--- src/verilog/smc_pkg.sv ---
package smc_pkg;

    // channel count and field widths
    localparam int chan_cnt = 6;
    localparam int volt_w   = 3;
    localparam int norm_w   = 7;    // W * 36 / 3 tops out at 84
    localparam int out_w    = 8;

    // divisors for normalization and the two averages
    localparam int norm_div = 3;
    localparam int wavg_div = 12;   // 3 + 4 + 5
    localparam int avg_div  = 3;

    typedef logic [volt_w-1:0] volt_t;

    typedef struct packed {
        volt_t w;
        volt_t v_gs;
        volt_t v_ds;
    } dev_in_t;

    typedef dev_in_t [chan_cnt-1:0] dev_arr_t;

    typedef logic [norm_w-1:0] norm_t;
    typedef norm_t [chan_cnt-1:0] norm_arr_t;

    typedef struct packed {
        logic sel_max;  // 1: three largest, 0: three smallest
        logic use_id;   // 1: drain current, 0: transconductance
    } mode_t;

    typedef logic [out_w-1:0] out_t;

endpackage
--- src/verilog/smc_stage_if.sv ---
interface smc_stage_if
    import smc_pkg::*;
();

    // registered stage-1 results, consumed combinationally by stage 2
    norm_arr_t norm;
    mode_t     mode;

    modport src (
        output norm,
        output mode
    );

    modport dst (
        input norm,
        input mode
    );

endinterface

--- src/verilog/smc_top.sv ---
module smc_top
    import smc_pkg::*;
(
    input  logic        clk,
    input  logic        arst_n,
    input  logic [1:0]  mode,
    input  volt_t       w_0, v_gs_0, v_ds_0,
    input  volt_t       w_1, v_gs_1, v_ds_1,
    input  volt_t       w_2, v_gs_2, v_ds_2,
    input  volt_t       w_3, v_gs_3, v_ds_3,
    input  volt_t       w_4, v_gs_4, v_ds_4,
    input  volt_t       w_5, v_gs_5, v_ds_5,
    output out_t        out_n
);

    dev_arr_t  devs;
    mode_t     mode_s;
    norm_arr_t sorted;

    // gather the flat ports into channel records
    assign devs[0] = '{w: w_0, v_gs: v_gs_0, v_ds: v_ds_0};
    assign devs[1] = '{w: w_1, v_gs: v_gs_1, v_ds: v_ds_1};
    assign devs[2] = '{w: w_2, v_gs: v_gs_2, v_ds: v_ds_2};
    assign devs[3] = '{w: w_3, v_gs: v_gs_3, v_ds: v_ds_3};
    assign devs[4] = '{w: w_4, v_gs: v_gs_4, v_ds: v_ds_4};
    assign devs[5] = '{w: w_5, v_gs: v_gs_5, v_ds: v_ds_5};

    assign mode_s = '{sel_max: mode[1], use_id: mode[0]};

    smc_stage_if stage_if ();

    device_array u_dev (      // stage 1, registered
        .clk    (clk),
        .arst_n (arst_n),
        .devs   (devs),
        .mode   (mode_s),
        .stage  (stage_if.src)
    );

    sort_network u_sort (
        .stage  (stage_if.dst),
        .sorted (sorted)
    );

    group_average u_avg (     // stage 2, registered
        .clk    (clk),
        .arst_n (arst_n),
        .stage  (stage_if.dst),
        .sorted (sorted),
        .out_n  (out_n)
    );

endmodule

--- src/verilog/group_average.sv ---
module group_average
    import smc_pkg::*;
(
    input  logic        clk,
    input  logic        arst_n,
    smc_stage_if.dst    stage,
    input  norm_arr_t   sorted,
    output out_t        out_n
);

    logic [out_w+1:0] hi_x;     // largest of the group
    logic [out_w+1:0] mid_x;
    logic [out_w+1:0] lo_x;     // smallest of the group
    logic [out_w+1:0] wsum;     // weighted sum reaches 1008
    out_t             avg_c;

    // pick the top or bottom half of the sorted list
    always_comb begin
        if (stage.mode.sel_max) begin
            hi_x  = (out_w+2)'(sorted[0]);
            mid_x = (out_w+2)'(sorted[1]);
            lo_x  = (out_w+2)'(sorted[2]);
        end else begin
            hi_x  = (out_w+2)'(sorted[3]);
            mid_x = (out_w+2)'(sorted[4]);
            lo_x  = (out_w+2)'(sorted[5]);
        end
    end

    always_comb begin
        if (stage.mode.use_id) begin
            // 3*hi + 4*mid + 5*lo
            wsum  = (hi_x << 1) + hi_x + (mid_x << 2) + (lo_x << 2) + lo_x;
            avg_c = out_t'(wsum / wavg_div);
        end else begin
            wsum  = hi_x + mid_x + lo_x;
            avg_c = out_t'(wsum / avg_div);
        end
    end

    always_ff @(posedge clk or negedge arst_n) begin
        if (!arst_n) out_n <= '0;
        else         out_n <= avg_c;
    end

    // the network must hand over a descending list
    for (genvar i = 0; i < chan_cnt - 1; i++) begin : g_order
        a_sorted : assert property (@(posedge clk) sorted[i] >= sorted[i+1])
            else $error("sort order broken at index %0d", i);
    end

endmodule

--- src/verilog/sort_network.sv ---
module sort_network
    import smc_pkg::*;
(
    smc_stage_if.dst    stage,
    output norm_arr_t   sorted
);

    norm_arr_t n;

    // one compare-exchange, larger value ends up at index hi
    function automatic norm_arr_t cx(
        input norm_arr_t   v,
        input int unsigned hi,
        input int unsigned lo
    );
        norm_t t;
        if (v[hi] < v[lo]) begin
            t     = v[hi];
            v[hi] = v[lo];
            v[lo] = t;
        end
        return v;
    endfunction

    // twelve-comparator network for six inputs
    always_comb begin
        n = stage.norm;
        n = cx(n, 0, 5);
        n = cx(n, 1, 3);
        n = cx(n, 2, 4);
        n = cx(n, 1, 2);
        n = cx(n, 3, 4);
        n = cx(n, 0, 3);
        n = cx(n, 2, 5);
        n = cx(n, 0, 1);
        n = cx(n, 2, 3);
        n = cx(n, 4, 5);
        n = cx(n, 1, 2);
        n = cx(n, 3, 4);    // index 0 holds the maximum now
    end

    assign sorted = n;

endmodule

--- src/verilog/device_array.sv ---
module device_array
    import smc_pkg::*;
(
    input  logic        clk,
    input  logic        arst_n,
    input  dev_arr_t    devs,
    input  mode_t       mode,
    smc_stage_if.src    stage
);

    norm_arr_t norm_c;    // combinational normalized values

    for (genvar i = 0; i < chan_cnt; i++) begin : g_chan
        device_calc u_calc (
            .dev    (devs[i]),
            .use_id (mode.use_id),
            .norm   (norm_c[i])
        );

        // V_GS = 0 would wrap the overdrive term to 7
        a_vgs_nonzero : assert property (
            @(posedge clk) disable iff (!arst_n)
            devs[i].v_gs != '0
        ) else $error("channel %0d: v_gs of zero is not a legal input", i);
    end

    // stage-1 register, mode travels with its values
    always_ff @(posedge clk or negedge arst_n) begin
        if (!arst_n) begin
            stage.norm <= '0;
            stage.mode <= '0;
        end else begin
            stage.norm <= norm_c;
            stage.mode <= mode;
        end
    end

endmodule

--- src/verilog/device_calc.sv ---
module device_calc
    import smc_pkg::*;
(
    input  dev_in_t dev,
    input  logic    use_id,
    output norm_t   norm
);

    volt_t                vgs_m1;    // overdrive, V_GS - 1
    logic                 triode;
    volt_t                id_a;
    logic [volt_w:0]      id_b;
    logic [2*volt_w-1:0]  id_val;    // at most 36
    logic [volt_w:0]      gm_val;    // at most 12
    logic [2*volt_w-1:0]  dev_val;
    logic [norm_w:0]      scaled;    // W * value, at most 252

    assign vgs_m1 = dev.v_gs - 1'b1;
    assign triode = (vgs_m1 > dev.v_ds);

    // Id = A * B in both regions
    // triode: A = V_DS, B = 2(V_GS-1) - V_DS
    // saturation: A = B = V_GS-1
    always_comb begin
        if (triode) begin
            id_a = dev.v_ds;
            id_b = {vgs_m1, 1'b0} - dev.v_ds;
        end else begin
            id_a = vgs_m1;
            id_b = {1'b0, vgs_m1};
        end
    end

    assign id_val = (2*volt_w)'(id_a) * (2*volt_w)'(id_b);

    // gm is twice the same A term
    assign gm_val = {id_a, 1'b0};

    assign dev_val = use_id ? id_val : (2*volt_w)'(gm_val);

    assign scaled = (norm_w+1)'(dev.w) * (norm_w+1)'(dev_val);

    // floor division by 3
    assign norm = norm_t'(scaled / norm_div);

endmodule

--- config.mk ---
export PLATFORM = sky130hd
export DESIGN_NAME = smc_top
export DESIGN_NICKNAME = d
export VERILOG_FILES = /design/src/verilog/smc_pkg.sv /design/src/verilog/smc_stage_if.sv /design/src/verilog/smc_top.sv /design/src/verilog/group_average.sv /design/src/verilog/sort_network.sv /design/src/verilog/device_array.sv /design/src/verilog/device_calc.sv
export SDC_FILE = /design/constraint.sdc
export NUM_CORES = 1
export LEC_CHECK = 0
export ABC_AREA = 1
export BUFFER_PORTS_ARGS = -buffer_cell sky130_fd_sc_hd__buf_4
export CAP_MARGIN = 20
export CORE_UTILIZATION = 60
export DETAILED_ROUTE_END_ITERATION = 6
export HOLD_SLACK_MARGIN = 0.05
export MAX_ROUTING_LAYER = met4
export PLACE_DENSITY = 0.78
export SLEW_MARGIN = 20
export SYNTH_ARGS = -nofsm -noshare
export SYNTH_HDL_FRONTEND = slang
export SYNTH_SLANG_ARGS = --single-unit
--- constraint.sdc ---
create_clock -name clk -period 28.4 [get_ports clk]
set_clock_uncertainty 0.2 [all_clocks]
set_input_delay 4.26 -clock clk [delete_from_list [all_inputs] [get_ports clk]]
set_output_delay 4.26 -clock clk [all_outputs]
set_load 0.01 [all_outputs]
==> metrics, run 1 <==
drt pass-1 iters=7; Slew @ Worst Pin=0.997 ns; Longest Clk Path Bufs=2; Clock Sinks=52; n_diodes=0; Yosys top cell area share=19.8%; Synth area leader=nand2_1; clk_lat worst skew=0.31 ns; setup total negative slack=0 ns; vias in the first global route=14,700; Synth area leaders=nand2_1 (20%), ha_1 (15%), inv_1 (12%); Root Driver=clkbuf_16; RSZ-0062 raised after global routing=no; EDFF count, synth=0; Post-DP HPWL=33.0 mm; first-pass GRT wire length=64.7 mm; Worst Setup Start Kind=register; Tcrit/Tclk final=50.7%; nets@finish=3,077; post_cts resized=0; fmax=0.0695 GHz; hold_ws=0.421 ns; DR WL/cell=12.4 microns; netlist area before placement=16,000 sq um; min Tclk post-route=14.40 ns; Total Wirelength=38.3 mm; largest net degree at the start of global routing=53; Syn Area/Cell=5.90 sq um; Total GRT Usage=29.4%; post-synthesis cell count=2,717; post-synthesis sequential area ratio=8.11%; final setup violation count=0; Fillers=2,493; Worst slew margin=33.5%; max-cap violations=0; DRC violations left=3; row cnt=59; die height=165 microns; post-synth cell types=47; Via-to-Cell Ratio=5.35; Core ar.=26,100 sq um; GP Congestion=0.978; CTS tree=done; Hold Fails Final Rpt=0; TritonCTS buffer count=5; Final ANT Viol Nets=0; Worst Hold Class=register to register; die area=27,400 sq um; Setup Buffers After CTS=0; routed via count=16,500; number of placed I/O pins=66; Initial Utilization=61.4%; Crit path largest cell delay=0.53 ns; FFs w/ async S/R, synth=100%; Mapped Nets=3,041; #FFs+latches synth=52; status=complete, but fails checks; CP arrival=14.40 ns; CP max-delay cell=fa_1; Critical Path End Type=register; die width=165 microns; area delta synth->final=5.45%; # port buffers=65; clock slew at reported path FFs=0.08 ns; DR iter-0 viols=903; Synth warnings=0; Final Max Tran Viols=0; layout cell share with drive strength beyond 1=5.70%; initial antenna violation count=0; CP Data Required Time=28.41 ns; failing checks=DRC; # hold bufs at CTS=0; Crit Path Category=register to register; Primary FF master, synth=dfrtp_1; Top cell by count, worst path=nand2_1; gr ovfl total=0; worst-path fanout max=31; # H-tree levels=2
-- flip-flops by register name, summed over array words and instances (netlist names) --
register          count
u_dev.stage.norm     42
u_dev.stage.mode      2
u_avg.out_n           8
-- kinds of logic after synthesis --
group                      Yosys count  share of synthesized area (%)
and+or+nand+nor                   1397                           37.4
AOI/OAI and AO/OA                  383                           13.3
xor gates and xnor gates            64                           3.50
DFF                                 52                           8.11
buffers and inverters              555                           13.5
adders and majority gates          266                           24.3
-- synth_stat cells (2+ instances only) --
cell	instances
nand2_1	848
inv_1	501
nand3_1	222
o21ai_0	192
ha_1	191
nor2_1	181
a21oi_1	94
fa_1	75
dfrtp_1	52
nand4_1	45
xor2_1	38
o21ai_1	31
xnor2_1	26
clkbuf_1	20
nand3b_1	19
nand2_2	18
inv_2	13
nor3_1	12
o211ai_1	12
and2_1	11
nand2_4	9
o21ai_2	9
or2_2	9
buf_6	8
o21bai_1	8
a31oi_1	7
buf_2	7
nand3_2	6
nor4_1	6
o311ai_0	6
a211oi_1	4
a21o_1	4
a21oi_4	4
nor2_2	4
nor2_4	4
o21a_1	4
a21boi_0	2
buf_1	2
buf_4	2
clkinv_1	2
nor3_2	2
o31ai_1	2
-- routing by layer --
metal | share of wire, % | GRT usage [%]
met1 | 48 | 38.6
met2 | 46 | 48.7
met3 | 4.0 | 1.95
met4 | 2.3 | 8.35
met5 | 0 | -
-- worst max-delay path, delay by kind of cell (launching register included) --
| kind | cells | cell delay [ns] |
|---|---|---|
| AOI/OAI and AO/OA | 17 | 4.15 |
| DFF | 1 | 0.40 |
| adders and majority gates | 10 | 3.78 |
| xor gates and xnor gates | 1 | 0.20 |
| buffers and inverters | 12 | 1.32 |
| and+or+nand+nor | 34 | 4.26 |
-- final timing paths --
check / cells past startpoint / slack (ns) / startpoint / endpoint
max: 74 / 14.00 / u_dev.stage.norm[20] / u_avg.out_n[0]
min: 1 / 0.42 / u_dev.stage.mode[0] / u_avg.out_n[7]
max reg2reg: 74 / 14.00 / u_dev.stage.norm[20] / u_avg.out_n[0]
min reg2reg: 1 / 0.42 / u_dev.stage.mode[0] / u_avg.out_n[7]
max in group asynchronous: 1 / 23.72 / arst_n / u_dev.stage.norm[20]
min in group asynchronous: 1 / 3.79 / arst_n / u_avg.out_n[1]
-- per-stage QoR --
step	cells	instance area (sq um)	util, %	setup WS (ns)
after floorplan	2717	16000	-	15.64
after global placement	3081	16700	64.1	14.63
after detailed placement	3081	16700	64.1	14.25
after CTS	3089	16900	64.7	14.17
after global routing	3089	16900	64.7	12.80
final	3089	16900	64.7	14.00
-- placed cells by master (no fill, tap or decap), types with 2 or more instances in the layout --
cell,count
nand2_1,848
inv_1,501
nand3_1,222
o21ai_0,192
ha_1,191
nor2_1,181
a21oi_1,94
fa_1,75
buf_4,68
dfrtp_1,52
nand4_1,45
xor2_1,38
o21ai_1,31
xnor2_1,26
nand3b_1,19
nand2_2,18
inv_2,13
o211ai_1,12
nor3_1,12
and2_1,11
nand2_4,9
o21ai_2,9
or2_2,9
o21bai_1,8
a31oi_1,7
nand3_2,6
o311ai_0,6
nor4_1,6
clkbuf_16,5
a21o_1,4
a21oi_4,4
o21a_1,4
nor2_4,4
a211oi_1,4
nor2_2,4
nor3_2,2
clkinv_1,2
o31ai_1,2
a21boi_0,2
-- area by class of cell --
| type | count | area [sq um] | area share [%] |
|---|---|---|---|
| multi-input cells | 2110 | 12600 | 74.4 |
| inverters | 516 | 1940 | 11.5 |
| flip-flops and latches | 52 | 1300 | 7.69 |
| repair buffers | 68 | 510 | 3.02 |
| well taps | 335 | 419 | 2.48 |
| clock buffers | 5 | 125 | 0.740 |
| clock inverters | 3 | 42.5 | 0.252 |
Power of run 1 is not shown: default switching activity piles up to over one toggle a cycle in this logic, so the estimate is an artifact.
==> run 2: changes to the inputs <==
CORE_UTILIZATION = 59   (was 60)
PLACE_DENSITY = 0.8   (was 0.78)
clock period = 12.7 ns   (was 28.4 ns; I/O delays follow)
==> run 2 against run 1 <==
Compared with the run above: the flow still finishes with violations (DRC); register-to-register slack got worse by 14 ns; routed wire length is 11% higher; cell count rose by 4.0%; fmax rose by 17%; die area rose by 1.7%; design area rose by 9.5%; highest routed layer unchanged.
==> metrics, run 2 (same netlist as run 1, synthesis figures left out) <==
Hold Fails Final Rpt=0; routed via count=17,600; clk_lat worst skew=0.31 ns; setup ws final=0.346 ns; die width=167 microns; CP max-delay cell=fa_1; commonest non-fill, non-tap cell in the layout=nand2_1; drt pass-1 iters=7; Final ANT Viol Nets=0; die area=27,800 sq um; hold path start=u_dev.stage.mode[0]; number of placed I/O pins=66; DR WL/cell=13.3 microns; Total Wirelength=42.7 mm; commonest cells after routing, fill and taps aside=nand2_1 (824), inv_1 (489), nand3_1 (212), ha_1 (180), buf_4 (179); DRC violations left=3; # port buffers=65; largest reg by FF count=u_dev.stage.norm; Top cell by count, worst path=nand2_1; first-pass GRT wire length=67.1 mm; fmax=0.0809 GHz; nets@finish=3,200; Critical path origin=u_dev.stage.norm[33]; Hold Crit Depth=1; CTS tree=done; FF-to-FF End=u_avg.out_n[0]; Slew @ Worst Pin=1.01 ns; Worst Hold Class=register to register; setup total negative slack=0 ns; min Tclk post-route=12.35 ns; Worst slew margin=32.8%; Crit path largest cell delay=0.50 ns; # H-tree levels=2; largest net degree at the start of global routing=53; Hold EP=u_avg.out_n[7]; row cnt=59; initial antenna violation count=0; worst-path fanout max=15; Total GRT Usage=29.1%; # hold bufs at CTS=0; Crit Path Category=register to register; final setup violation count=0; worst r2r path cells=84; DR iter-0 viols=1,326; Tcrit/Tclk final=97.3%; Core ar.=26,400 sq um; reg-to-reg slack, setup=0.35 ns; gr ovfl total=0; status=complete, but fails checks; failing checks=DRC; Clock Sinks=52; worst slack at placement=-0.277 ns; TritonCTS buffer count=5; CP Data Required Time=12.70 ns; Final Max Tran Viols=0; area delta synth->final=15.5%; layout cell share with drive strength beyond 1=13.7%; Via-to-Cell Ratio=5.47; Critical Path End Type=register; Longest Clk Path Bufs=2; max-cap violations=0; Regs by FF count=u_dev.stage.norm x42, u_avg.out_n x8, u_dev.stage.mode x2; Root Driver=clkbuf_16; CP arrival=12.36 ns; die height=167 microns; clock slew at reported path FFs=0.07 ns; Initial Utilization=60.9%; reg-to-reg startpoint=u_dev.stage.norm[33]; GP Congestion=0.959; max reg flops=42; n_diodes=0; vias in the first global route=15,600; Worst Setup Start Kind=register; Post-DP HPWL=33.3 mm
-- run 2: cell count changes in the layout (fill, tap and decap cells not counted), sizes merged --
cell	delta
inv	-1
clkbuf	+1
buf	+114
nand2	+7
clkinv	+1
clkinvlp	+1
-- run 2: worst max-delay path: cells and delay by family (launching register included) --
| kind | cells | cell delay [ns] |
|---|---|---|
| flops | 1 | 0.41 |
| xor+xnor | 2 | 0.32 |
| fa+ha+maj | 10 | 2.96 |
| compound gates | 15 | 2.51 |
| simple gates | 39 | 3.60 |
| buf+inv | 18 | 2.23 |
-- run 2: layout make-up --
cell class | count | area, sq um
repair buffers | 182 | 1380
clock buffers | 6 | 139
fillers | 2268 | 7830
clock inverters | 2 | 38.8
well taps | 335 | 419
repair inverters | 2 | 11.3
inverters | 516 | 1960
multi-input cells | 2117 | 13300
flip-flops and latches | 52 | 1300
-- run 2: what timing repair did --
item | in CTS | in global routing
resized for setup | 21 | 177
setup endpoints to repair | 2 | 4
hold endpoints to repair | 0 | 0
pin swaps | 2 | 73
gates cloned | 0 | 9
buffers inserted | 1 | 66
-- run 2: metrics by stage --
step / cell area (sq um) / std cells / hold slack, ns / util [%]
6_report: 18500 / 3212 / 0.473 / 70.3
5_1_grt: 18500 / 3212 / 0.480 / 70.3
4_1_cts: 17300 / 3137 / 0.449 / 65.8
3_5_place_dp: 17100 / 3128 / 0.443 / 64.9
3_3_place_gp: 17100 / 3128 / 0.450 / 64.9
2_1_floorplan: 16000 / 2717 / 0.440 / -
-- run 2: how the worst max path moves through the flow --
stage / endpoint / slack (ns) / depth (start not counted)
after global routing: u_avg.out_n[0] / -0.48 / 78
after floorplan: u_avg.out_n[0] / 0.10 / 82
after CTS: u_avg.out_n[0] / 0.008 / 82
after global placement: u_avg.out_n[0] / 0.16 / 77
final: u_avg.out_n[0] / 0.35 / 84
after detailed placement: u_avg.out_n[0] / -0.28 / 77
-- run 2: routing by layer --
layer  vias to the layer above  global-route usage (%)  wire [microns]  part of all wire (%)
met1                      7972                    36.5           18900                    44
met4                         0                    6.92            1010                   2.4
met5                         -                       -               0                     0
li1                       8983                       -               -                     -
met2                       521                    50.0           20400                    48
met3                        79                    3.07            2420                   5.7
Power of run 2 is left out for the same reason.
==> run 3: changes to the inputs <==
PLACE_DENSITY = 0.79   (was 0.8)
==> run 3 against run 2 <==
Compared with the run above: the flow still finishes with violations (DRC); register-to-register slack better by 0.09 ns; critical path depth down 5; design area down 1.0%; fmax up 0.70%; worst hold slack worse by 0.030 ns; critical path type unchanged.
==> metrics, run 3 (same netlist as run 1, synthesis figures left out) <==
gr ovfl total=0; final setup violation count=0; # port buffers=65; hold_ws=0.442 ns; worst r2r path cells=79; DRC violations left=7; die width=167 microns; clock slew at reported path FFs=0.07 ns; row cnt=59; TritonCTS buffer count=5; commonest cells after routing, fill and taps aside=nand2_1 (825), inv_1 (493), nand3_1 (214), ha_1 (185), buf_4 (171); CP arrival=12.27 ns; Critical Path End Type=register; Hold Fails Final Rpt=0; Final Max Tran Viols=0; commonest non-fill, non-tap cell in the layout=nand2_1; max-cap violations=0; Crit path largest cell delay=0.52 ns; failing checks=DRC; # H-tree levels=2; status=complete, but fails checks; Root Driver=clkbuf_16; largest net degree at the start of global routing=53; Tcrit/Tclk final=96.6%; setup ws final=0.432 ns; area delta synth->final=14.3%; DR iter-0 viols=1,307; Worst Hold Class=register to register; fmax=0.0815 GHz; Hold Crit Depth=1; min Tclk post-route=12.27 ns; Via-to-Cell Ratio=5.39; # hold bufs at CTS=0; number of placed I/O pins=66; drt pass-1 iters=7; Initial Utilization=60.9%; max reg flops=42; Post-DP HPWL=33.1 mm; Core ar.=26,400 sq um; worst slack at placement=-0.220 ns; DR WL/cell=12.9 microns; Slew @ Worst Pin=1.11 ns; Clock Sinks=52; CP max-delay cell=fa_1; Final ANT Viol Nets=0; largest reg by FF count=u_dev.stage.norm; Regs by FF count=u_dev.stage.norm x42, u_avg.out_n x8, u_dev.stage.mode x2; vias in the first global route=15,700; n_diodes=0; CTS tree=done; Total Wirelength=41.2 mm; die area=27,800 sq um; GP Congestion=0.975; CP Data Required Time=12.70 ns; Worst Setup Start Kind=register; Worst slew margin=25.1%; clk_lat worst skew=0.31 ns; initial antenna violation count=0; routed via count=17,300; Top cell by count, worst path=nand2_1; worst-path fanout max=14; layout cell share with drive strength beyond 1=12.7%; Total GRT Usage=29.3%; nets@finish=3,193; first-pass GRT wire length=67.9 mm; Crit Path Category=register to register; die height=167 microns; Longest Clk Path Bufs=2
run 3: final cells by class:
class	count	area, sq um
Clock buffer	6	139
Clock inverter	2	38.8
Fill cell	2279	8020
Inverter	516	1950
Multi-Input combinational cell	2117	13100
Sequential cell	52	1300
Tap cell	335	419
Timing Repair Buffer	176	1350
Timing Repair inverter	1	7.51
run 3: through the flow:
stage               instances  cell area, sq um  setup TNS, ns  util (%)
floorplan                2717             16000              0         -
global placement         3132             17100              0      65.0
detailed placement       3132             17100         -0.220      65.0
CTS                      3146             17400              0      66.1
global route             3205             18300         -0.520      69.6
finish                   3205             18300              0      69.6
run 3: worst max-delay path, delay by kind of cell, from the launching register on:
| kind | cells | cell delay, ns |
|---|---|---|
| simple gates | 39 | 3.72 |
| xor+xnor | 1 | 0.23 |
| flops | 1 | 0.42 |
| buf+inv | 14 | 1.80 |
| compound gates | 15 | 2.12 |
| fa+ha+maj | 10 | 3.63 |
run 3: final timing paths:
kind	startpoint	endpoint	slack, ns
min in group asynchronous	arst_n	u_avg.out_n[1]	1.43
max	u_dev.stage.norm[12]	u_avg.out_n[0]	0.43
min reg2reg	u_dev.stage.mode[0]	u_avg.out_n[7]	0.44
max in group asynchronous	arst_n	u_dev.stage.norm[24]	10.39
max reg2reg	u_dev.stage.norm[12]	u_avg.out_n[0]	0.43
min	u_dev.stage.mode[0]	u_avg.out_n[7]	0.44
run 3: per-layer routing:
layer | GRT usage, % | share of wire (%) | vias to the layer above
li1 | - | - | 8957
met1 | 37.3 | 46 | 7771
met2 | 50.0 | 47 | 468
met3 | 2.40 | 4.9 | 89
met4 | 7.33 | 2.5 | 0
met5 | - | 0 | -
run 3: timing repair:
item / CTS / global route
gates resized for setup: 23 / 128
setup buffers: 6 / 51
setup endpoints to repair: 2 / 4
pin swaps: 3 / 57
hold endpoints to repair: 0 / 0
gates cloned: 0 / 8
Power of run 3 is left out for the same reason.
